File: src/ntPkg.sv
// name table store shared definitions
package ntPkg;

    // ram geometry
    localparam int RamDepth = 512;
    localparam int AddrW = $clog2(RamDepth);
    localparam int DataW = 32;
    localparam int BeW = DataW / 8;

    // screen geometry, 32x30 tiles
    localparam int TileCols = 32;
    localparam int TileRows = 30;
    localparam int ColW = $clog2(TileCols);
    localparam int RowW = $clog2(TileRows);

    // name region, one byte per tile
    localparam logic [AddrW-1:0] NameBase = AddrW'(0);
    localparam int NameWords = TileCols * TileRows / BeW;
    localparam int NameByteW = $clog2(NameWords * BeW);

    // attribute region, one byte per 4x4 tile block
    localparam logic [AddrW-1:0] AttrBase = AddrW'(240);
    localparam int AttrWords = 16;
    localparam int AttrByteW = $clog2(AttrWords * BeW);

    // owner of the ram write port
    typedef enum logic [1:0] {
        GNT_NONE = 2'd0,
        GNT_CPU  = 2'd1,
        GNT_NAME = 2'd2,
        GNT_ATTR = 2'd3
    } wrGrant_e;

    // loader FSM
    typedef enum logic [1:0] {
        LD_IDLE = 2'd0,
        LD_NAME = 2'd1,
        LD_ATTR = 2'd2
    } loadState_e;

endpackage

File: src/tileFetch.sv
// tile index and palette lookup
`timescale 1ns/1ps

module tileFetch (
    input  logic                      clk_sel,
    input  logic                      rstN,
    input  logic                      fetchStb,
    input  logic [ntPkg::RowW-1:0]    tileRow,
    input  logic [ntPkg::ColW-1:0]    tileCol,
    // ram read ports, data one cycle after address
    output logic [ntPkg::AddrW-1:0]   nameRdAddr,
    input  logic [ntPkg::DataW-1:0]   nameRdData,
    output logic [ntPkg::AddrW-1:0]   attrRdAddr,
    input  logic [ntPkg::DataW-1:0]   attrRdData,
    output logic                      tileValid,
    output logic [7:0]                tileIndex,
    output logic [1:0]                tilePalette
);

    // stage one byte positions
    logic [ntPkg::NameByteW-1:0] nameByte;
    logic [ntPkg::AttrByteW-1:0] attrByte;

    // stage one registers
    logic       s1Valid;
    logic [1:0] s1NameLane;
    logic [1:0] s1AttrLane;
    logic [2:0] s1Shift;

    // stage two byte picks
    logic [7:0] attrSel;

    // one byte per tile, row major
    assign nameByte = ntPkg::NameByteW'(tileRow * ntPkg::TileCols + tileCol);
    // one attribute byte per 4x4 tile block
    assign attrByte = ntPkg::AttrByteW'((tileRow >> 2) * (ntPkg::TileCols / 4)
                                        + (tileCol >> 2));

    // addresses go straight to the ram so the data lines up with stage one
    assign nameRdAddr = ntPkg::NameBase
                        + ntPkg::AddrW'(nameByte[ntPkg::NameByteW-1:2]);
    assign attrRdAddr = ntPkg::AttrBase
                        + ntPkg::AddrW'(attrByte[ntPkg::AttrByteW-1:2]);

    always_ff @(posedge clk_sel or negedge rstN) begin
        if (!rstN) begin
            s1Valid   <= 1'b0;
            tileValid <= 1'b0;
        end else begin
            s1Valid   <= fetchStb;
            tileValid <= s1Valid;
        end
    end

    // lane and quadrant travel alongside the read
    always_ff @(posedge clk_sel) begin
        s1NameLane <= nameByte[1:0];
        s1AttrLane <= attrByte[1:0];
        // quadrant shift, 4 for lower half, 2 for right half
        s1Shift    <= {tileRow[1], tileCol[1], 1'b0};
    end

    // byte n of a word sits at bits 8n
    assign attrSel = attrRdData[8*s1AttrLane +: 8];

    always_ff @(posedge clk_sel) begin
        tileIndex   <= nameRdData[8*s1NameLane +: 8];
        tilePalette <= 2'(attrSel >> s1Shift);
    end

endmodule

File: config.mk
export PLATFORM = sky130hd
export DESIGN_NAME = tileFetch
export DESIGN_NICKNAME = d
export VERILOG_FILES = /design/src/ntPkg.sv /design/src/tileFetch.sv
export SDC_FILE = /design/constraint.sdc
export NUM_CORES = 1
export LEC_CHECK = 0
export ABC_AREA = 1
export BUFFER_PORTS_ARGS = -buffer_cell sky130_fd_sc_hd__buf_2
export CORE_UTILIZATION = 40
export CTS_CLUSTER_DIAMETER = 200
export CTS_CLUSTER_SIZE = 14
export DETAILED_ROUTE_END_ITERATION = 16
export PLACE_DENSITY_LB_ADDON = 0.05
export SYNTH_ARGS = -nofsm -noshare
export SYNTH_HDL_FRONTEND = slang
export SYNTH_SLANG_ARGS = --single-unit
File: constraint.sdc
create_clock -name clk_sel -period 2.55 [get_ports clk_sel]
set_clock_uncertainty 0.05 [all_clocks]
set_input_delay 0 -clock clk_sel [delete_from_list [all_inputs] [get_ports clk_sel]]
set_output_delay 0 -clock clk_sel [all_outputs]
set_load 0.1 [all_outputs]
==> impl_metrics.csv <==
group,metric,value,unit
clock_network,cts.sinks,17,
finish,syn_to_final_growth,56.5,%
worst_setup_path,rr_worst_depth,5,
timing,setup_viol,0,
finish,drive_gt1_share,35.4,%
floorplan,core-area,2730,sq um
timing,drv_slew,0,
clock_network,cts_tree,"done",
timing,setup_tns,0,ns
timing,max_slew.worst_pin.slew,0.969,ns
placed_design,gp_congestion,0.778,
worst_setup_path,path_class,"register to register",
clock_network,cts_buffer_depth,2,
power,p_clk_share,16.3,%
global_routing,grt_first_pass_wirelength,5090,um
timing,layout_min_cycle_time,1.73,ns
power,p_seq_share,33.9,%
power,leakagePower,1.03,nW
global_routing,track_usage,20.2,%
routing,antenna_left,0,
routing,vias,1394,
worst_setup_path,critPathMaxFanout,17,
finish,n_antenna_cell,0,
clock_network,cts_repair_resize_count,0,
job,drv_cap,0,
status,outcome,"completed",
logic_synthesis,yosysWarnings,0,
timing,finalCritPeriodShare,67.7,%
worst_hold_path,holdPathEnd,"tilePalette[0]",
clock_network,clock_latency,0.29,ns
power,switching_share,46.8,%
floorplan,io_pins,106,
clock_network,clk_pin_slew,0.11,ns
worst_hold_path,hold_path_depth,7,
worst_setup_path,start_kind,"register",
floorplan,dieArea,3080,sq um
timing,hold_viol_final,0,
finish,stdcell_area,1790,sq um
routing,wl_met2,1480,um
routing,via_per_inst,4.53,
floorplan,die_h,55.5,um
placed_design,place_ws,1.16,ns
routing,drtIter0Drc,27,
placed_design,hpwl,2210,um
placed_design,placed_cell_area,1430,sq um
worst_setup_path,worstPathRequired,2.69,ns
logic_synthesis,ys_seq_area_share,30.6,%
worst_setup_path,path_cells,"buf_4 -> inv_1 -> o21ai_0 -> o22ai_1 -> dlygate4sd3_1",
routing,met3WireLength,209,um
power,peakVddDrop,0.000379,V
worst_setup_path,regToRegEndpoint,"tileIndex[7]",
floorplan,initial_core_util,41.8,%
power,internal-power,474,uW
clock_network,cts_setup_buffers,0,
logic_synthesis,syn-instance-count,180,
clock_network,cts_root_buf,"clkbuf_4",
routing,wl_met1,1240,um
clock_network,holdBufCountCts,29,
routing,first_pass_iters,4,
worst_hold_path,hold_class,"primary input to register",
placed_design,port_buffers,85,
global_routing,grt_max_degree,18,
worst_setup_path,crit_path_end_kind,"register",
worst_setup_path,timing.rr.start,"s1NameLane[0]",
worst_setup_path,crit_slowest_cell,"dlygate4sd3_1",
worst_setup_path,reg2reg_slack,0.82,ns
timing,relSlewSlack,35.2,%
logic_synthesis,synth_edf_count,0,
timing,clock.fmax,0.579,GHz
floorplan,die_w,55.5,um
global_routing,antenna_found_initial,0,
finish,final_util,65.4,%
worst_setup_path,worstPathArrival,1.87,ns
worst_hold_path,hp-start,"attrRdData[16]",
worst_setup_path,startpoint,"s1NameLane[0]",
logic_synthesis,synth-main-ff-cell,"dfxtp_1",
floorplan,rows,19,
clock_network,cts_buffers,3,
power,power,891,uW
routing,drc,0,
logic_synthesis,ys_top_cells_by_area,"dfxtp_1 (26%), nand2_1 (13%), buf_4 (12%)",
timing,layout_setup_ws,0.823,ns
global_routing,grt_overflow,0,
power,pwr-share-comb,49.8,%
timing,rsz0062_at_grt,"false",
logic_synthesis,async_flop_share,11.8,%
logic_synthesis,synth_cell_types,18,
power,pwr_density_cell,498,nW/um^2
routing,wl_per_cell,9.59,um
global_routing,first_global_vias,1284,
logic_synthesis,synth_area,1140,sq um
logic_synthesis,yosysTopAreaCellShare,26.3,%
worst_setup_path,cpPeakStageDelay,0.56,ns
routing,wirelength,2950,um
finish,fin_nets,355,
power,switchingPower,417,uW
logic_synthesis,avgSynthCellArea,6.35,sq um
logic_synthesis,yosys.area.top_type,"dfxtp_1",
routing,routed.top_layer,"met4",
logic_synthesis,synth-seq-cells,17,
clock_network,h-tree-depth,1,
==> cell families after synthesis <==
kind of cell | Yosys count | share of synthesized area [%]
other | 2 | 0.657
flip-flops | 17 | 30.6
AND/OR/NAND/NOR | 82 | 30.0
buffers and inverters | 55 | 27.4
AO/OA/AOI/OAI | 24 | 11.4
==> power groups by stage <==
stage,clock (mW),combinational [mW],sequential [mW]
after global placement,0,0.337,0.308
after detailed placement,0,0.337,0.308
after global routing,0.167,0.470,0.306
after CTS,0.150,0.444,0.303
final,0.145,0.444,0.302
after floorplan,0,0.215,0.429
==> metrics by stage <==
| stage | hold slack, ns | instances |
|---|---|---|
| 3_3_place_gp | -0.264 | 275 |
| 4_1_cts | 0.0683 | 308 |
| 2_1_floorplan | -0.346 | 184 |
| 5_1_grt | 0.102 | 308 |
| 6_report | 0.0696 | 308 |
| 3_5_place_dp | -0.258 | 275 |
==> Yosys cell counts (2+ instances only) <==
| cell | count |
|---|---|
| buf_6 | 2 |
| dfxtp_1 | 15 |
| nand3_1 | 24 |
| o22ai_1 | 8 |
| buf_4 | 19 |
| nor2_1 | 16 |
| buf_2 | 3 |
| inv_1 | 27 |
| o21ai_0 | 14 |
| o21ai_1 | 2 |
| nand2_2 | 2 |
| conb_1 | 2 |
| dfrtp_1 | 2 |
| nand2_1 | 40 |
==> cell usage in the layout, fill, tap and decap left out <==
cell type / count
o21ai_0: 14
clkbuf_4: 3
buf_12: 4
dfrtp_1: 2
buf_4: 1
nor2_1: 16
nand2_1: 40
inv_1: 27
o22ai_1: 8
inv_6: 1
buf_2: 85
nand3_1: 24
nand2_2: 2
inv_2: 1
dfxtp_1: 15
conb_1: 6
o21ai_1: 2
clkinv_2: 1
dlygate4sd3_1: 25
==> sequential cells by signal, indices dropped and copies added (netlist names) <==
signal / cells
s1AttrLane: 2
tileIndex: 8
s1NameLane: 1
tilePalette: 2
tileValid: 1
s1Valid: 1
s1Shift: 2
==> per-layer routing <==
metal	global-route usage, %	vias to the layer above
met5	0	-
met2	36.3	61
met3	3.28	2
met1	23.6	600
met4	8.21	0
li1	-	731
==> worst max-delay path: cells and delay by family (launching register included) <==
family	cells	cell delay, ns
AOI/OAI and AO/OA	2	0.29
buffers and inverters	3	0.96
DFF	1	0.32
==> area by class of cell <==
| type | count | area, sq um |
|---|---|---|
| inverter | 29 | 114 |
| fill | 230 | 945 |
| tap | 31 | 38.8 |
| clock buffer | 3 | 22.5 |
| sequential | 17 | 350 |
| clock inverter | 1 | 5.00 |
| multi-input combinational | 112 | 495 |
| timing repair buffer | 115 | 763 |
==> worst max-delay path by stage <==
stage / to / slack [ns] / cells after the start
2_1_floorplan: tilePalette[1] / 1.52 / 8
3_3_place_gp: tilePalette[1] / 1.17 / 7
3_5_place_dp: tilePalette[0] / 1.16 / 7
4_1_cts: tileIndex[7] / 0.83 / 5
5_1_grt: tileIndex[7] / 0.66 / 5
6_report: tileIndex[7] / 0.82 / 5
Note: power is estimated with default switching activity, not from simulation.
