--- src/ntPkg.sv ---
// name table store shared definitions
package ntPkg;

    // ram geometry
    localparam int RamDepth = 512;
    localparam int AddrW = $clog2(RamDepth);
    localparam int DataW = 32;
    localparam int BeW = DataW / 8;

    // screen geometry, 32x30 tiles
    localparam int TileCols = 32;
    localparam int TileRows = 30;
    localparam int ColW = $clog2(TileCols);
    localparam int RowW = $clog2(TileRows);

    // name region, one byte per tile
    localparam logic [AddrW-1:0] NameBase = AddrW'(0);
    localparam int NameWords = TileCols * TileRows / BeW;
    localparam int NameByteW = $clog2(NameWords * BeW);

    // attribute region, one byte per 4x4 tile block
    localparam logic [AddrW-1:0] AttrBase = AddrW'(240);
    localparam int AttrWords = 16;
    localparam int AttrByteW = $clog2(AttrWords * BeW);

    // owner of the ram write port
    typedef enum logic [1:0] {
        GNT_NONE = 2'd0,
        GNT_CPU  = 2'd1,
        GNT_NAME = 2'd2,
        GNT_ATTR = 2'd3
    } wrGrant_e;

    // loader FSM
    typedef enum logic [1:0] {
        LD_IDLE = 2'd0,
        LD_NAME = 2'd1,
        LD_ATTR = 2'd2
    } loadState_e;

endpackage

--- src/flashLoader.sv ---
// flash stream loader
`timescale 1ns/1ps

module flashLoader (
    input  logic                      clk_sel,
    input  logic                      rstN,
    input  logic                      loadStart,
    input  logic                      loadStb,
    input  logic [ntPkg::DataW-1:0]   loadData,
    // name region writer
    output logic                      nameWrStb,
    output logic [ntPkg::AddrW-1:0]   nameWrAddr,
    output logic [ntPkg::DataW-1:0]   nameWrData,
    // attribute region writer
    output logic                      attrWrStb,
    output logic [ntPkg::AddrW-1:0]   attrWrAddr,
    output logic [ntPkg::DataW-1:0]   attrWrData,
    output logic                      loadDone,
    output ntPkg::loadState_e         state
);

    // word offset inside the current region
    logic [ntPkg::AddrW-1:0] wordCnt;
    // last attribute word went out this cycle
    logic                    lastWord;

    always_ff @(posedge clk_sel or negedge rstN) begin
        if (!rstN) begin
            state     <= ntPkg::LD_IDLE;
            wordCnt   <= '0;
            nameWrStb <= 1'b0;
            attrWrStb <= 1'b0;
            lastWord  <= 1'b0;
            loadDone  <= 1'b0;
        end else begin
            // strobes last one cycle
            nameWrStb <= 1'b0;
            attrWrStb <= 1'b0;
            lastWord  <= 1'b0;
            loadDone  <= lastWord;
            if (loadStart) begin
                // rewind, even mid load
                state   <= ntPkg::LD_NAME;
                wordCnt <= '0;
            end else if (loadStb) begin
                case (state)
                    ntPkg::LD_NAME: begin
                        nameWrStb <= 1'b1;
                        if (wordCnt == ntPkg::NameWords - 1) begin
                            state   <= ntPkg::LD_ATTR;
                            wordCnt <= '0;
                        end else begin
                            wordCnt <= wordCnt + 1'b1;
                        end
                    end
                    ntPkg::LD_ATTR: begin
                        attrWrStb <= 1'b1;
                        if (wordCnt == ntPkg::AttrWords - 1) begin
                            state    <= ntPkg::LD_IDLE;
                            wordCnt  <= '0;
                            lastWord <= 1'b1;
                        end else begin
                            wordCnt <= wordCnt + 1'b1;
                        end
                    end
                    // idle ignores stray strobes
                    default: ;
                endcase
            end
        end
    end

    // payload follows the strobe by one cycle
    always_ff @(posedge clk_sel) begin
        if (loadStb) begin
            nameWrAddr <= ntPkg::NameBase + wordCnt;
            nameWrData <= loadData;
            attrWrAddr <= ntPkg::AttrBase + wordCnt;
            attrWrData <= loadData;
        end
    end

endmodule

--- config.mk ---
export PLATFORM = sky130hd
export DESIGN_NAME = flashLoader
export DESIGN_NICKNAME = d
export VERILOG_FILES = /design/src/ntPkg.sv /design/src/flashLoader.sv
export SDC_FILE = /design/constraint.sdc
export NUM_CORES = 1
export LEC_CHECK = 0
export ABC_CLOCK_PERIOD_IN_PS = 3000
export BUFFER_PORTS_ARGS = -buffer_cell sky130_fd_sc_hd__buf_2
export CORE_ASPECT_RATIO = 0.8
export CORE_UTILIZATION = 50
export CTS_CLUSTER_DIAMETER = 40
export DETAILED_ROUTE_END_ITERATION = 10
export GPL_ROUTABILITY_DRIVEN = 0
export GPL_TIMING_DRIVEN = 1
export PLACE_DENSITY = 0.95
export RECOVER_POWER = 25
export SETUP_SLACK_MARGIN = 0.05
export SYNTH_ARGS = -nofsm -noshare
export SYNTH_HDL_FRONTEND = slang
export SYNTH_SLANG_ARGS = --single-unit
--- constraint.sdc ---
create_clock -name clk_sel -period 3 [get_ports clk_sel]
set_input_delay 0.6 -clock clk_sel [delete_from_list [all_inputs] [get_ports clk_sel]]
set_output_delay 0.6 -clock clk_sel [all_outputs]
set_load 0.01 [all_outputs]
==> impl_metrics.csv <==
group,metric,value,unit
critical_path,setup.worst_path.start_class,"register",
critical_path,buffering_stage_count_on_the_worst_path_with_inverters_included,1,
timing,fin_worst_hold_slack,339.8,ps
timing,post-route-period-util,62.84,%
pwr,peakVddDrop,0.3519,mV
yosys,synth_fp_nets,220,
grt,grt_pass1_wl,8.231,mm
grt,gr-usage-all-layers,20.15,%
routing,1st_pass_router_iterations,4,
yosys,yosys.cell_types.count,41,
routing,detail_route.iter0.violations,71,
place,port-buffer-count,122,
critical_path,setup.worst_path.class,"register to register",
grt,globalRoute.busiestLayer,"met2",
timing,worst_clock_skew,3.803,ps
run_status,run_status,"finished, final reports clean",
flow_run,max-cap-violations,0,
timing,hold_viol,0,
yosys,post-synth-top-area-cell,"sky130_fd_sc_hd__edfxtp_1",
final_layout,drive_above_1_share,51.62,%
worst_hold_path,worst_hold_path_type,"input pin to async pin",
timing,grt_setup_unrepaired,"false",
floorplan,core-area,0.005036,mm^2
timing,final-setup-viol-count,0,
floorplan,die_area,0.005538,mm^2
grt,groute.layer.met1.usage,23.65,%
clock_tree,post_cts_hold_buffer_count,0,
floorplan,num_io_pins,123,
critical_path,largest_fanout_of_any_net_on_the_critical_path,10,
timing,timing.setup.tns,0,ps
yosys,post_synth_inst_count,180,
floorplan,die_y_extent,66.76,um
critical_path,cp_data_arrival_time,2100,ps
clock_tree,cts_repair_resize_count,0,
critical_path,rr_startpoint,"wordCnt[4]$_DFFE_PN0P_",
yosys,postSynthRegisterBits,61,
timing,max_slew_margin,45.93,%
critical_path,path_delay_family,"flip-flops",
pwr,power_per_cell_area,568.5,mW/mm^2
routing,viasPerCell,5.145,
routing,drc,0,
critical_path,worstReg2RegEnd,"wordCnt[6]$_DFFE_PN0P_",
routing,residual_antenna_violating_net_count_after_detailed_routing,0,
yosys,synth.yosys.seq_area_share,67.02,%
yosys,yosysTopAreaCellShare,52.70,%
timing,max_freq,0.5304,GHz
routing,route.detailed.wl_per_inst,15.88,um
clock_tree,clock_path_buffers,2,
clock_tree,worst_setup_hold_path_clk_slew,60,ps
yosys,synth-warning-count,0,
grt,grt_max_degree,27,
floorplan,chipWidth,82.95,um
clock_tree,postCtsSetupRepairBufs,0,
timing,slew_violations,0,
timing,period_needed,1885,ps
grt,first_global_vias,1598,
final_layout,final_net_count,313,
pwr,power,1.810,mW
critical_path,worst-endpoint-required,3210,ps
grt,grtUsageMet3,8.798,%
grt,grtUsageMet2,33.40,%
routing,routed_wirelength,5.383,mm
critical_path,r2r_slack,1110,ps
critical_path,cp_max_stage_delay,480,ps
critical_path,critical_path.endpoint_type,"register",
critical_path,r2r.worst_path.cells,6,
clock_tree,clock_tree.root_cell,"sky130_fd_sc_hd__clkbuf_8",
clock_tree,clock_sink_count,61,
grt,gr-total-overflow,0,
clock_tree,tritoncts,"built",
clock_tree,cts_max_level,3,
timing,worst_slew_pin_slew,811.0,ps
place,hpwlAfterDp,3.972,mm
floorplan,row_count,23,
yosys,syn_avg_cell_area,14.56,um^2
routing,routed-via-count,1744,
pwr,leakage,1.408,nW
clock_tree,worst_skew_pair.late_latency,330,ps
yosys,syn-cell-area,0.002621,mm^2
yosys,synth_area_leaders,"sky130_fd_sc_hd__edfxtp_1, sky130_fd_sc_hd__dfrtp_1, sky130_fd_sc_hd__buf_4, sky130_fd_sc_hd__ha_1, sky130_fd_sc_hd__xor2_1",
floorplan,initial_utilization,52.05,%
clock_tree,numCtsBuffers,9,
grt,antenna_found_initial,0,
final_layout,synth_to_layout_area_growth,21.48,%
final_layout,antenna-diode-count,0,
critical_path,slowest_stage,"sky130_fd_sc_hd__dfrtp_1",
critical_path,path_cells,"inv_1, ha_1, nor3b_2, mux2i_4, o21ai_1, o32ai_1",
## cells in the final DEF (no fill, tap or decap), types with 3 or more instances in the layout
| master | netlist | routed |
|---|---|---|
| sky130_fd_sc_hd__ha_1 | 4 | 4 |
| sky130_fd_sc_hd__nor2_1 | 4 | 4 |
| sky130_fd_sc_hd__a21oi_1 | 5 | 5 |
| sky130_fd_sc_hd__and3_1 | 3 | 3 |
| sky130_fd_sc_hd__nor3_1 | 5 | 5 |
| sky130_fd_sc_hd__nand2b_1 | 3 | 3 |
| sky130_fd_sc_hd__nand3_1 | 5 | 5 |
| sky130_fd_sc_hd__buf_2 | 1 | 120 |
| sky130_fd_sc_hd__dfrtp_1 | 15 | 15 |
| sky130_fd_sc_hd__inv_1 | 5 | 5 |
| sky130_fd_sc_hd__nor4_1 | 3 | 3 |
| sky130_fd_sc_hd__xor2_1 | 4 | 4 |
| sky130_fd_sc_hd__o21ai_0 | 5 | 5 |
| sky130_fd_sc_hd__edfxtp_1 | 46 | 46 |
| sky130_fd_sc_hd__clkbuf_8 | 0 | 9 |
| sky130_fd_sc_hd__nand2_1 | 6 | 6 |
## worst reg2reg max path, cell delays in order (launching register included)
cell,delay [ps]
sky130_fd_sc_hd__dfrtp_1,480
sky130_fd_sc_hd__inv_1,130
sky130_fd_sc_hd__ha_1,260
sky130_fd_sc_hd__nor3b_2,200
sky130_fd_sc_hd__mux2i_4,330
sky130_fd_sc_hd__o21ai_1,100
sky130_fd_sc_hd__o32ai_1,280
## worst max path at each step
stage / start / end / slack [ps] / cells after the start
after floorplan: wordCnt[4]$_DFFE_PN0P_ / wordCnt[3]$_DFFE_PN0P_ / 1440 / 6
after global placement: loadStb / wordCnt[3]$_DFFE_PN0P_ / 1100 / 6
after detailed placement: loadStb / wordCnt[7]$_DFFE_PN0P_ / 1010 / 6
after CTS: wordCnt[4]$_DFFE_PN0P_ / wordCnt[3]$_DFFE_PN0P_ / 1180 / 6
after global routing: wordCnt[4]$_DFFE_PN0P_ / wordCnt[3]$_DFFE_PN0P_ / 1000 / 6
final: wordCnt[4]$_DFFE_PN0P_ / wordCnt[6]$_DFFE_PN0P_ / 1110 / 6
## power breakdown
| group | leakage (nW) | internal (mW) | total [mW] | switching, mW |
|---|---|---|---|---|
| Clock | 0.0899 | 0.370 | 0.659 | 0.290 |
| Sequential | 0.647 | 0.958 | 0.979 | 0.0209 |
| Combinational | 0.672 | 0.0704 | 0.172 | 0.101 |
| Total | 1.41 | 1.40 | 1.81 | 0.412 |
## kinds of logic after synthesis
family,Yosys count,synth area share (%)
compound gates,22,5.728
xor+xnor,6,2.291
simple gates,39,9.403
mux,1,0.8591
fa+ha+maj,4,1.909
flops,61,67.02
buf+inv,47,12.79
## area by class of cell
type                            instances  area [um^2]
Fill cell                             377         1852
Multi-Input combinational cell         72        529.3
Timing Repair Buffer                  124        623.1
Inverter                                5        18.77
Clock buffer                            9        123.9
Tap cell                               62        77.57
Clock inverter                          6        55.05
Sequential cell                        61         1757
## layer usage
layer	vias to the layer above	part of all wire [%]
met4	0	0.93
met1	836	39
met5	-	0
met3	6	8.9
li1	805	-
met2	97	51
## sequential cells by signal, indices dropped and copies added, names as in the netlist
name / cells
attrWrAddr: 5
attrWrData: 32
attrWrStb: 1
lastWord: 1
loadDone: 1
nameWrAddr: 9
nameWrStb: 1
state: 2
wordCnt: 9
## cells in the mapped netlist
cell / number
sky130_fd_sc_hd__nor4b_1: 1
sky130_fd_sc_hd__o211ai_1: 2
sky130_fd_sc_hd__o311ai_1: 1
sky130_fd_sc_hd__and4b_1: 1
sky130_fd_sc_hd__o2111ai_1: 1
sky130_fd_sc_hd__and4_1: 1
sky130_fd_sc_hd__xor2_1: 4
sky130_fd_sc_hd__nor4_1: 3
sky130_fd_sc_hd__and3_1: 3
sky130_fd_sc_hd__dfrtp_1: 15
sky130_fd_sc_hd__nand3_1: 5
sky130_fd_sc_hd__ha_1: 4
sky130_fd_sc_hd__or3b_1: 2
sky130_fd_sc_hd__inv_1: 5
sky130_fd_sc_hd__o21ai_1: 2
sky130_fd_sc_hd__buf_4: 36
sky130_fd_sc_hd__nor3b_2: 1
sky130_fd_sc_hd__a2111oi_2: 1
sky130_fd_sc_hd__mux2i_4: 1
sky130_fd_sc_hd__a31oi_1: 1
sky130_fd_sc_hd__xnor2_2: 1
sky130_fd_sc_hd__edfxtp_1: 46
sky130_fd_sc_hd__nor2_1: 4
sky130_fd_sc_hd__a311oi_1: 1
sky130_fd_sc_hd__o21ai_0: 5
sky130_fd_sc_hd__buf_6: 3
sky130_fd_sc_hd__xnor2_1: 1
sky130_fd_sc_hd__nand2b_1: 3
sky130_fd_sc_hd__nand2b_4: 1
sky130_fd_sc_hd__nand2_1: 6
sky130_fd_sc_hd__a21oi_1: 5
sky130_fd_sc_hd__or2_0: 1
sky130_fd_sc_hd__o32ai_1: 1
sky130_fd_sc_hd__buf_2: 1
sky130_fd_sc_hd__nor3_1: 5
sky130_fd_sc_hd__nor4b_2: 1
sky130_fd_sc_hd__o21bai_2: 1
sky130_fd_sc_hd__clkbuf_1: 1
sky130_fd_sc_hd__o31ai_1: 1
sky130_fd_sc_hd__nand3_2: 1
sky130_fd_sc_hd__buf_1: 1
## per-stage QoR
stage	instances	util [%]	instance area, um^2	setup slack [ps]
after floorplan	180	-	2621	1436
after global placement	324	59.73	3008	1105
after detailed placement	324	59.73	3008	1011
after CTS	339	63.28	3187	1176
after global routing	339	63.23	3184	1004
final	339	63.23	3184	1115
Note: power is estimated with default switching activity, not from simulation.
