===== config.mk =====
export PLATFORM = sky130hd
export DESIGN_NAME = ntWriteArbiter
export DESIGN_NICKNAME = d
export VERILOG_FILES = /design/src/ntPkg.sv /design/src/ntWriteArbiter.sv
export SDC_FILE = /design/constraint.sdc
export NUM_CORES = 1
export LEC_CHECK = 0
export BUFFER_PORTS_ARGS = -buffer_cell sky130_fd_sc_hd__clkbuf_2
export CORE_MARGIN = 3
export CORE_UTILIZATION = 36
export CTS_BUF_LIST = sky130_fd_sc_hd__clkbuf_2
export CTS_CLUSTER_SIZE = 10
export DETAILED_ROUTE_END_ITERATION = 16
export PLACE_DENSITY = 0.63
export SYNTH_ARGS = -nofsm -noshare
export SYNTH_HDL_FRONTEND = slang
export SYNTH_SLANG_ARGS = --single-unit

===== constraint.sdc =====
create_clock -name clk_sel -period 3.4 [get_ports clk_sel]
set_clock_uncertainty 0.1 [all_clocks]
set_input_delay 0.85 -clock clk_sel [delete_from_list [all_inputs] [get_ports clk_sel]]
set_output_delay 0.85 -clock clk_sel [all_outputs]
set_load 0.02 [all_outputs]

===== src/ntPkg.sv =====
// name table store shared definitions
package ntPkg;

    // ram geometry
    localparam int RamDepth = 512;
    localparam int AddrW = $clog2(RamDepth);
    localparam int DataW = 32;
    localparam int BeW = DataW / 8;

    // screen geometry, 32x30 tiles
    localparam int TileCols = 32;
    localparam int TileRows = 30;
    localparam int ColW = $clog2(TileCols);
    localparam int RowW = $clog2(TileRows);

    // name region, one byte per tile
    localparam logic [AddrW-1:0] NameBase = AddrW'(0);
    localparam int NameWords = TileCols * TileRows / BeW;
    localparam int NameByteW = $clog2(NameWords * BeW);

    // attribute region, one byte per 4x4 tile block
    localparam logic [AddrW-1:0] AttrBase = AddrW'(240);
    localparam int AttrWords = 16;
    localparam int AttrByteW = $clog2(AttrWords * BeW);

    // owner of the ram write port
    typedef enum logic [1:0] {
        GNT_NONE = 2'd0,
        GNT_CPU  = 2'd1,
        GNT_NAME = 2'd2,
        GNT_ATTR = 2'd3
    } wrGrant_e;

    // loader FSM
    typedef enum logic [1:0] {
        LD_IDLE = 2'd0,
        LD_NAME = 2'd1,
        LD_ATTR = 2'd2
    } loadState_e;

endpackage


===== src/ntWriteArbiter.sv =====
// fixed priority write arbiter
`timescale 1ns/1ps

module ntWriteArbiter (
    input  logic                      clk_sel,
    input  logic                      rstN,
    // cpu writer, any enable bit is a strobe
    input  logic [ntPkg::BeW-1:0]     cpuWe,
    input  logic [ntPkg::AddrW-1:0]   cpuWrAddr,
    input  logic [ntPkg::DataW-1:0]   cpuWrData,
    // loader writers, always full words
    input  logic                      nameWrStb,
    input  logic [ntPkg::AddrW-1:0]   nameWrAddr,
    input  logic [ntPkg::DataW-1:0]   nameWrData,
    input  logic                      attrWrStb,
    input  logic [ntPkg::AddrW-1:0]   attrWrAddr,
    input  logic [ntPkg::DataW-1:0]   attrWrData,
    // ram write port
    output logic [ntPkg::BeW-1:0]     ramWe,
    output logic [ntPkg::AddrW-1:0]   ramAddr,
    output logic [ntPkg::DataW-1:0]   ramWrData,
    output ntPkg::wrGrant_e           grant,
    output logic                      wrOverflow
);

    // writer index 0 cpu, 1 name, 2 attr; lower index wins
    logic [2:0]               stb;
    logic [ntPkg::BeW-1:0]    inBe   [3];
    logic [ntPkg::AddrW-1:0]  inAddr [3];
    logic [ntPkg::DataW-1:0]  inData [3];

    // one pending entry per writer
    logic [2:0]               pendV;
    logic [ntPkg::BeW-1:0]    pendBe   [3];
    logic [ntPkg::AddrW-1:0]  pendAddr [3];
    logic [ntPkg::DataW-1:0]  pendData [3];

    // candidate per writer: pending entry first, else the new strobe
    logic [2:0]               effV;
    logic [ntPkg::BeW-1:0]    effBe   [3];
    logic [ntPkg::AddrW-1:0]  effAddr [3];
    logic [ntPkg::DataW-1:0]  effData [3];
    logic [2:0]               take;
    ntPkg::wrGrant_e          grantNext;

    always_comb begin
        stb       = {attrWrStb, nameWrStb, |cpuWe};
        inBe[0]   = cpuWe;
        inAddr[0] = cpuWrAddr;
        inData[0] = cpuWrData;
        inBe[1]   = '1;
        inAddr[1] = nameWrAddr;
        inData[1] = nameWrData;
        inBe[2]   = '1;
        inAddr[2] = attrWrAddr;
        inData[2] = attrWrData;

        for (int i = 0; i < 3; i++) begin
            effV[i]    = pendV[i] | stb[i];
            effBe[i]   = pendV[i] ? pendBe[i]   : inBe[i];
            effAddr[i] = pendV[i] ? pendAddr[i] : inAddr[i];
            effData[i] = pendV[i] ? pendData[i] : inData[i];
        end

        // fixed priority pick
        take      = 3'b000;
        grantNext = ntPkg::GNT_NONE;
        if (effV[0]) begin
            take[0]   = 1'b1;
            grantNext = ntPkg::GNT_CPU;
        end else if (effV[1]) begin
            take[1]   = 1'b1;
            grantNext = ntPkg::GNT_NAME;
        end else if (effV[2]) begin
            take[2]   = 1'b1;
            grantNext = ntPkg::GNT_ATTR;
        end

        // write lands on the next edge
        ramWe     = '0;
        ramAddr   = '0;
        ramWrData = '0;
        for (int i = 0; i < 3; i++) begin
            if (take[i]) begin
                ramWe     = effBe[i];
                ramAddr   = effAddr[i];
                ramWrData = effData[i];
            end
        end
    end

    // control state
    always_ff @(posedge clk_sel or negedge rstN) begin
        if (!rstN) begin
            pendV      <= 3'b000;
            grant      <= ntPkg::GNT_NONE;
            wrOverflow <= 1'b0;
        end else begin
            // grant shows the writer whose word is now readable
            grant <= grantNext;
            for (int i = 0; i < 3; i++) begin
                if (take[i]) begin
                    // drained pending entry refills from a same-cycle strobe
                    pendV[i] <= pendV[i] & stb[i];
                end else begin
                    pendV[i] <= effV[i];
                end
                // buffer stays full, new strobe is lost
                if (pendV[i] && stb[i] && !take[i]) begin
                    wrOverflow <= 1'b1;
                end
            end
        end
    end

    // pending payload
    always_ff @(posedge clk_sel) begin
        for (int i = 0; i < 3; i++) begin
            if (stb[i] && (pendV[i] ? take[i] : !take[i])) begin
                pendBe[i]   <= inBe[i];
                pendAddr[i] <= inAddr[i];
                pendData[i] <= inData[i];
            end
        end
    end

endmodule


==> impl_metrics.json, run 1 <==
{
  "min_path_type": "input pin to flip-flop",
  "min_path_cells": 1,
  "crit_family": "buffers and inverters",
  "clk_latency_ns": 0.69,
  "vias": 4999,
  "cts_tree": "done",
  "hold_path_end": "pendAddr[0][25]",
  "coreArea_um2": 17400,
  "power_frac_clock_pct": 25.1,
  "yosys-top-cells-count": "edfxtp_1 (127), nand2_1 (47), mux2i_1 (45), a21oi_1 (42)",
  "cp_num_buf_inv": 4,
  "power_switching_uw": 860,
  "htreeDepth": 4,
  "grt_max_degree": 56,
  "end_kind": "primary output",
  "yosys.area.top_type": "edfxtp_1",
  "gr-total-overflow": 0,
  "synth_enable_flop_cells": 127,
  "min-delay-start": "attrWrAddr[7]",
  "clkSinkCount": 133,
  "hold_ws_ns": 0.233,
  "post-synth-top-count-cell": "edfxtp_1",
  "initial_core_util_pct": 36.8,
  "synthMuxAreaShare_pct": 7.06,
  "yosysWarnings": 0,
  "status": "complete, no violations",
  "critPathArrivalTime_ns": 2.32,
  "cpMaxStageDelayCell": "nor4_4",
  "area_delta_synth_final_pct": 24.1,
  "drive_gt1_share_pct": 36.6,
  "final_util_pct": 45.6,
  "routed_via_density": 5.40,
  "clockBufferDepth": 2,
  "p_sw_share_pct": 28.0,
  "slew_violations": 0,
  "slew_headroom_pct": 30.1,
  "syn-cell-area_um2": 6380,
  "fp-row-count": 48,
  "async_reset_ff_share_pct": 4.51,
  "die-width_um": 139,
  "cts.root.buffer_cell": "clkbuf_2",
  "synth.distinct_cells": 32,
  "syn_inst": 502,
  "timing.final.crit_share_pct": 96.3,
  "final_antenna_net_count": 0,
  "r2r_end": "pendData[0][87]",
  "io_pins": 179,
  "grt_pass1_wl_mm": 27.8,
  "grt_pass1_vias": 5218,
  "ys.flop_type": "edfxtp_1",
  "routabilityCongestion": 0.806,
  "route.detailed.drc": 0,
  "regArea_um2": 3980,
  "port_buffers": 178,
  "maxCapViolations": 0,
  "first_iter_violations": 285,
  "clkSlewWorstSetupHoldPaths_ns": 0.20,
  "grt_usage_pct": 18.3,
  "setup_viol": 0,
  "intPower_mw": 2.22,
  "nets": 817,
  "place_hpwl_mm": 12.2,
  "ir_drop_v": 0.000180,
  "ys_ff_latch": 133,
  "yosys.area.top_type_share_pct": 59.7,
  "grt_antenna_before_repair": 3,
  "required_ns": 2.45,
  "fmax_ghz": 0.305,
  "start_kind": "input pin",
  "synth_compound_area_share_pct": 18.7,
  "fillCellCount": 1617,
  "cp_max_fo": 25,
  "die_area_um2": 19400,
  "drt_wl_total_mm": 18.3,
  "combinationalPowerShare_pct": 15.0,
  "power.leakage_nw": 2.97,
  "multi_input_area_um2": 2250,
  "yosys.area_share.simple_pct": 8.82,
  "finalInstanceArea_um2": 7920,
  "synth_xor_area_share_pct": 0,
  "synth_top_family_by_area": "compound AO/OA/AOI/OAI gates",
  "ys_seq_area_share_pct": 62.1,
  "ys_top_cells_by_area": "edfxtp_1 (60%), mux2i_1 (7.1%), a22o_1 (5.6%), o31a_1 (5.6%), nand3b_1 (4.8%)",
  "drtPass1Iterations": 4,
  "worstReg2RegStart": "pendV[2]",
  "synth-adder-area-share_pct": 0.157,
  "hold_violations": 0,
  "die_y_um": 139,
  "r2r_cells": 5,
  "slowest_delay_ns": 0.37,
  "wire_per_inst_um": 19.7,
  "numCtsBuffers": 17,
  "rsz0062_at_grt": "false",
  "worst_slew_pin_slew_ns": 1.05,
  "crit_chain": "clkbuf_2, buf_4, nor4_4, nand2_2, buf_4, o31a_1, clkbuf_2",
  "cellPowerDensity_nw_per_um2": 388,
  "crit_type": "input pin to primary output",
  "syn_nets": 633,
  "r2r_slack_ns": 0.84,
  "min_period_ns": 3.27,
  "placed_area_um2": 7630,
  "avgSynthCellArea_um2": 12.7,
  "seqPwrFrac_pct": 59.9
}
==> routing by layer <==
metal  GRT usage (%)  part of all wire, %  up-vias
met5               0                 0.11        -
met4            6.02                  1.9        2
met3            4.83                  6.3       26
met2            29.7                   47      180
met1            24.0                   44     2446
li1                -                    -     2345
==> worst max path at each step <==
stage	startpoint	endpoint	slack (ns)	cells after the start
floorplan	cpuWe[1]	pendAddr[0][0]	0.03	2
detailed placement	cpuWe[2]	ramWrData[7]	-0.02	6
finish	cpuWe[2]	ramWrData[24]	0.13	7
global placement	cpuWe[2]	ramWe[0]	0.06	6
global route	pendV[1]	ramWrData[24]	0.003	5
CTS	pendV[1]	ramWrData[7]	0.02	5
==> logic make-up (layout without fill, tap and decap cells) <==
kind of cell	count (synthesis)	in the layout
other	0	2
flip-flops	133	133
multiplexers	45	45
adder cells (fa/ha/maj)	1	1
buffers and inverters	50	247
AO/OA/AOI/OAI	173	173
AND/OR/NAND/NOR	100	100
==> through the flow <==
| stage | std cells | setup WS [ns] | total power, mW | TNS, ns |
|---|---|---|---|---|
| floorplan | 502 | 0.0273 | 2.12 | 0 |
| global placement | 881 | 0.0647 | 2.32 | 0 |
| detailed placement | 881 | -0.0174 | 2.33 | -0.0174 |
| CTS | 918 | 0.0211 | 3.12 | 0 |
| global route | 926 | 0.00322 | 3.22 | 0 |
| finish | 926 | 0.126 | 3.08 | 0 |
==> layout make-up <==
cell class | count | share of cell area, %
antenna | 2 | 0.0632
clock buffer | 21 | 1.33
clock inverter | 11 | 0.790
inverter | 2 | 0.0948
multi-input combinational | 319 | 28.4
sequential | 133 | 50.2
tap | 225 | 3.55
timing repair buffer | 213 | 15.5
==> registers in the layout, summed over array words and instances (netlist names) <==
| signal | count |
|---|---|
| wrOverflow | 1 |
| grant | 2 |
| pendData | 96 |
| pendV | 3 |
| pendBe | 4 |
| pendAddr | 27 |
==> cell usage in the layout, fill, tap and decap left out, drive strengths merged <==
cell type and n:
a211o 1, a21oi 42, a221oi 1, a22o 41, a31o 1, a31oi 1
and3 1, buf 33, clkbuf 200, clkinv 9, clkinvlp 2, dfrtp 6
diode 2, dlygate4sd3 1, edfxtp 127, inv 2, maj3 1, mux2i 45
nand2 47, nand3 1, nand3b 41, nor2 4, nor2b 1, nor3 1
nor4 1, o211ai 1, o21ai 43, o31a 41, o41ai 1, or2 1
or3 1, or4 1
==> power groups by stage <==
stage	logic [mW]	clock network (mW)	registers, mW
final	0.461	0.773	1.84
after global routing	0.498	0.875	1.85
after CTS	0.457	0.818	1.84
after detailed placement	0.447	0	1.88
after global placement	0.437	0	1.88
after floorplan	0.243	0	1.88
==> timing repair <==
| item | in CTS | in global routing |
|---|---|---|
| hold buffers | 1 | 0 |
| pin swaps | 0 | 1 |
| endpoints found under the hold margin | 6 | 0 |
| setup buffers | 4 | 5 |
| gates resized for setup | 5 | 4 |
| setup endpoints to repair | 41 | 29 |
| cloned | 0 | 1 |
No activity file was read; power rests on OpenSTA's default activity.
==> inputs of run 2 (changes only) <==
--- a/config.mk
+++ b/config.mk
@@ -11,7 +11,7 @@
 export CTS_BUF_LIST = sky130_fd_sc_hd__clkbuf_2
 export CTS_CLUSTER_SIZE = 10
 export DETAILED_ROUTE_END_ITERATION = 16
-export PLACE_DENSITY = 0.63
+export PLACE_DENSITY = 0.59
 export SYNTH_ARGS = -nofsm -noshare
 export SYNTH_HDL_FRONTEND = slang
 export SYNTH_SLANG_ARGS = --single-unit
==> constraint.sdc (replaced) <==
create_clock -name clk_sel -period 3.4 [get_ports clk_sel]
set_clock_uncertainty 0.1 [all_clocks]
set_input_delay 0.85 -clock clk_sel [delete_from_list [all_inputs] [get_ports clk_sel]]
set_output_delay 0.85 -clock clk_sel [all_outputs]
set_load 0.005 [all_outputs]
==> run 2 against run 1 <==
Combinational power is 14% lower. Clock power up 11%. Die area unchanged. Critical path depth decreased by 1. Cell count shrank 0.54%. Worst setup slack worse by 0.011 ns. Wire length down 0.77%. Count of clock-buffer cells in the layout decreased by 3. Flip-flop and latch count unchanged. Largest cell class unchanged. Maximum frequency decreased by 0.33%. Total power increased by 0.75%.
==> impl_metrics.json, run 2 (synthesis results as in run 1) <==
{
  "cts_tree": "done",
  "r2r_slack_ns": 0.80,
  "top_regs": "pendData x96, pendAddr x27, pendBe x4",
  "intPower_mw": 2.28,
  "worst_slew_pin_slew_ns": 0.951,
  "routabilityCongestion": 0.803,
  "slew_headroom_pct": 36.5,
  "combinationalPowerShare_pct": 12.8,
  "drt_wl_total_mm": 18.1,
  "drive_gt1_share_pct": 36.0,
  "timing.final.crit_share_pct": 96.6,
  "first_iter_violations": 265,
  "end_kind": "primary output",
  "seqPwrFrac_pct": 59.4,
  "maxUsedRoutingLayer": "met4",
  "final_cell_mix": "clkbuf_2 (196), edfxtp_1 (127), nand2_1 (46)",
  "die_area_um2": 19400,
  "numCtsBuffers": 17,
  "finalInstanceArea_um2": 7870,
  "clockBufferDepth": 2,
  "place_hpwl_mm": 12.3,
  "slew_violations": 0,
  "fin_tns_setup_ns": 0,
  "setup_viol": 0,
  "min_path_type": "input pin to flip-flop",
  "final_antenna_net_count": 0,
  "largest_register_ffs": 96,
  "initial_core_util_pct": 36.8,
  "clkSinkCount": 133,
  "fp-row-count": 48,
  "cts.root.buffer_cell": "clkbuf_2",
  "power_switching_uw": 822,
  "start_kind": "input pin",
  "area_delta_synth_final_pct": 23.3,
  "grt_pass1_wl_mm": 27.9,
  "wire_per_inst_um": 19.7,
  "critPathArrivalTime_ns": 2.33,
  "clkSlewWorstSetupHoldPaths_ns": 0.21,
  "power_frac_clock_pct": 27.7,
  "clk_latency_ns": 0.70,
  "drtPass1Iterations": 7,
  "route.detailed.drc": 0,
  "placed_area_um2": 7580,
  "gr-total-overflow": 0,
  "maxCapViolations": 0,
  "min_period_ns": 3.28,
  "die-width_um": 139,
  "layout_setup_ws_ns": 0.116,
  "vias": 4937,
  "fmax_ghz": 0.304,
  "die_y_um": 139,
  "cp_max_fo": 26,
  "grt_max_degree": 53,
  "nets": 813,
  "wl_met2_mm": 8.78,
  "wl_met3_mm": 1.01,
  "hold_violations": 0,
  "cellPowerDensity_nw_per_um2": 394,
  "grt_pass1_vias": 5090,
  "post-place-ws_ns": 0.0150,
  "grt_antenna_before_repair": 1,
  "status": "complete, no violations",
  "m1WireLength_mm": 8.10,
  "grt_usage_pct": 18.4,
  "coreArea_um2": 17400,
  "crit_type": "input pin to primary output",
  "regMostFlops": "pendData",
  "io_pins": 179,
  "required_ns": 2.45,
  "routed_via_density": 5.36,
  "power.leakage_nw": 2.93,
  "p_sw_share_pct": 26.5,
  "htreeDepth": 4,
  "layout_commonest_cell": "clkbuf_2",
  "ir_drop_v": 0.000175,
  "port_buffers": 178,
  "rsz0062_at_grt": "false"
}
==> run 2: changes by cell type in the layout (fill, tap and decap cells not counted), moves of 2 or more <==
cell	delta
buf_12	-3
o21ai_0	+4
o21ai_1	-4
clkinvlp_4	+4
buf_4	-2
buf_6	+2
clkinv_2	-3
clkbuf_2	-3
==> run 2: metrics by stage <==
step	power [mW]	hold slack [ns]	cells	utilization (%)
detailed placement	2.27	0.521	880	43.7
finish	3.10	0.221	921	45.4
global route	3.26	0.0966	921	45.4
floorplan	2.06	0.454	502	-
CTS	3.15	0.116	919	45.2
global placement	2.26	0.497	880	43.7
==> run 2: path summary, 6_finish.rpt <==
kind / start / end / cells after the start
max: cpuWe[2] / ramWe[3] / 6
min: cpuWrData[12] / pendData[0][12] / 1
max reg2reg: pendV[1] / pendData[0][89] / 5
min reg2reg: wrOverflow / wrOverflow / 2
max in group asynchronous: rstN / pendV[1] / 2
min in group asynchronous: rstN / grant[0] / 2
==> run 2: layer usage <==
metal	track usage, %	vias up
met3	4.24	20
li1	-	2327
met5	0	-
met4	5.82	0
met1	24.3	2414
met2	30.3	176
==> run 2: timing repair <==
action	4_1_cts	5_1_grt
endpoints found under the setup margin	41	25
gates cloned	0	0
setup buffers	6	1
hold buffers	1	0
resized for setup	3	1
endpoints found under the hold margin	6	0
==> run 2: final cells by class <==
type                       count  area (um2)
clock buffer                  18        90.1
antenna                        1        2.50
clock inverter                14         113
tap                          225         282
multi-input combinational    319        2250
fill                        1644        9480
inverter                       2        11.3
sequential                   133        3980
timing repair buffer         209        1150
==> run 2: power groups by stage <==
stage	clock (mW)	combinational [mW]	sequential [mW]
after floorplan	0	0.182	1.88
after global placement	0	0.379	1.88
after detailed placement	0	0.386	1.88
after CTS	0.905	0.402	1.84
after global routing	0.979	0.435	1.84
final	0.860	0.398	1.84
==> run 2: worst max-delay path, stage by stage <==
cell and delay [ns]:
clkbuf_2 0.13, or4_1 0.57, buf_4 0.26, a211o_1 0.33, nand2_1 0.09, clkbuf_2 0.11
==> inputs of run 3 (changes only) <==
--- a/config.mk
+++ b/config.mk
@@ -11,7 +11,7 @@
 export CTS_BUF_LIST = sky130_fd_sc_hd__clkbuf_2
 export CTS_CLUSTER_SIZE = 10
 export DETAILED_ROUTE_END_ITERATION = 16
-export PLACE_DENSITY = 0.59
+export PLACE_DENSITY = 0.57
 export SYNTH_ARGS = -nofsm -noshare
 export SYNTH_HDL_FRONTEND = slang
 export SYNTH_SLANG_ARGS = --single-unit
==> constraint.sdc (replaced) <==
create_clock -name clk_sel -period 3.95 [get_ports clk_sel]
set_clock_uncertainty 0.1 [all_clocks]
set_input_delay 0.9875 -clock clk_sel [delete_from_list [all_inputs] [get_ports clk_sel]]
set_output_delay 0.9875 -clock clk_sel [all_outputs]
set_load 0.005 [all_outputs]
==> run 3 against run 2 <==
Die area is the same. Register-to-register slack gained 0.35 ns. Worst setup slack gained 0.14 ns. Sequential share of layout area grew 0.80 points. Total power shrank 15%.
==> impl_metrics.json, run 3 (synthesis results as in run 1) <==
{
  "hold_violations": 0,
  "post-place-ws_ns": 0.195,
  "fin_tns_setup_ns": 0,
  "ir_drop_v": 0.000190,
  "end_kind": "primary output",
  "worstReg2RegStart": "pendV[0]",
  "grt_usage_pct": 18.3,
  "place_hpwl_mm": 11.8,
  "grt_pass1_vias": 5127,
  "clk_latency_ns": 0.67,
  "critPathArrivalTime_ns": 2.60,
  "drt_wl_total_mm": 17.9,
  "cellPowerDensity_nw_per_um2": 340,
  "grt_max_degree": 49,
  "multi_input_area_um2": 2250,
  "regMostFlops": "pendData",
  "worst_slew_pin_slew_ns": 1.11,
  "gr-total-overflow": 0,
  "min-delay-start": "cpuWrData[1]",
  "crit_path_start": "cpuWe[2]",
  "coreArea_um2": 17400,
  "cts_tree": "done",
  "layout_commonest_cell": "clkbuf_2",
  "timing.final.crit_share_pct": 93.4,
  "antennaDiodeCount": 0,
  "status": "complete, no violations",
  "top_regs": "pendData x96, pendAddr x27, pendBe x4",
  "dp_cells": 871,
  "fmax_ghz": 0.271,
  "routed_via_density": 5.46,
  "drtPass1Iterations": 5,
  "route.detailed.drc": 0,
  "hold_ws_ns": 0.395,
  "wire_per_inst_um": 19.8,
  "slowest_delay_ns": 0.70,
  "min_path_cells": 1,
  "clkSlewWorstSetupHoldPaths_ns": 0.20,
  "area_delta_synth_final_pct": 21.2,
  "regArea_um2": 3970,
  "final_cell_count_no_fill": 904,
  "clkSinkCount": 133,
  "cts_resized": 0,
  "die-width_um": 139,
  "numCtsBuffers": 17,
  "fp-row-count": 48,
  "largest_register_ffs": 96,
  "layout_setup_ws_ns": 0.261,
  "grt_pass1_wl_mm": 28.1,
  "die_area_um2": 19400,
  "cts.root.buffer_cell": "clkbuf_2",
  "nets": 797,
  "r2r_end": "pendData[0][53]",
  "min_path_type": "input pin to flip-flop",
  "initial_core_util_pct": 36.8,
  "p_total_mw": 2.63,
  "start_kind": "input pin",
  "crit_chain": "clkbuf_2, or4_2, buf_4, o21ai_0, o31a_1, clkbuf_2",
  "htreeDepth": 4,
  "final_cell_mix": "clkbuf_2 (198), edfxtp_1 (127), nand2_1 (46)",
  "first_iter_violations": 273,
  "crit_type": "input pin to primary output",
  "grt_antenna_before_repair": 0,
  "r2r_cells": 3,
  "die_y_um": 139,
  "port_buffers": 178,
  "fillCellCount": 1656,
  "cpMaxStageDelayCell": "or4_2",
  "required_ns": 2.86,
  "maxCapViolations": 0,
  "cp_max_fo": 26,
  "post_cts_buffers": 0,
  "cpMostUsedCell": "clkbuf_2",
  "rsz0062_at_grt": "false",
  "routabilityCongestion": 0.781,
  "io_pins": 179,
  "hold_path_end": "pendData[0][1]",
  "slew_violations": 0,
  "drive_gt1_share_pct": 34.2,
  "setup_viol": 0,
  "r2r_slack_ns": 1.15,
  "vias": 4933,
  "clockBufferDepth": 2,
  "min_period_ns": 3.69,
  "final_antenna_net_count": 0,
  "slew_headroom_pct": 25.8,
  "power.leakage_nw": 2.85
}
## run 3: worst max path at each step
stage	to	slack, ns	cells after the start
after floorplan	pendAddr[0][0]	0.44	2
after global placement	pendData[0][47]	0.23	5
after detailed placement	pendData[0][47]	0.19	5
after CTS	ramAddr[5]	0.18	5
after global routing	ramWrData[21]	0.03	5
final	ramWrData[28]	0.26	6
## run 3: what timing repair did
item                                    in CTS  in global routing
endpoints found under the setup margin       0                  0
hold buffers                                 1                  0
hold endpoints to repair                     6                  0
## run 3: stage by stage
stage / utilization, % / area [um2]
after CTS: 44.6 / 7740
after floorplan: - / 6390
after global routing: 44.6 / 7740
final: 44.6 / 7740
after detailed placement: 43.4 / 7540
after global placement: 43.4 / 7540
## run 3: routing by layer
metal / share of wire (%) / up-vias / GRT usage [%] / wire, um
met2: 47 / 175 / 30.2 / 8480
met1: 44 / 2454 / 24.4 / 7970
met4: 0.97 / 0 / 4.07 / 174
met5: 0 / - / 0 / 0
li1: - / 2294 / - / -
met3: 7.3 / 10 / 5.00 / 1300
## run 3: critical path: cells and delay by family
kind	cells	cell delay, ns
AOI/OAI and AO/OA	2	0.40
buffers and inverters	3	0.50
and+or+nand+nor	1	0.70
## run 3: cell type report
| class | count | area share (%) |
|---|---|---|
| timing repair buffer | 193 | 13.5 |
| inverter | 2 | 0.0970 |
| multi-input combinational | 319 | 29.0 |
| clock inverter | 12 | 1.16 |
| clock buffer | 20 | 1.29 |
| tap | 225 | 3.64 |
| sequential | 133 | 51.3 |
## run 3: power breakdown
group / leakage [nW] / switching, mW / total [mW] / internal, mW
sequential: 1.21 / 0.0178 / 1.59 / 1.58
clock: 0.116 / 0.492 / 0.713 / 0.221
combinational: 1.53 / 0.170 / 0.327 / 0.156
total: 2.85 / 0.680 / 2.63 / 1.95
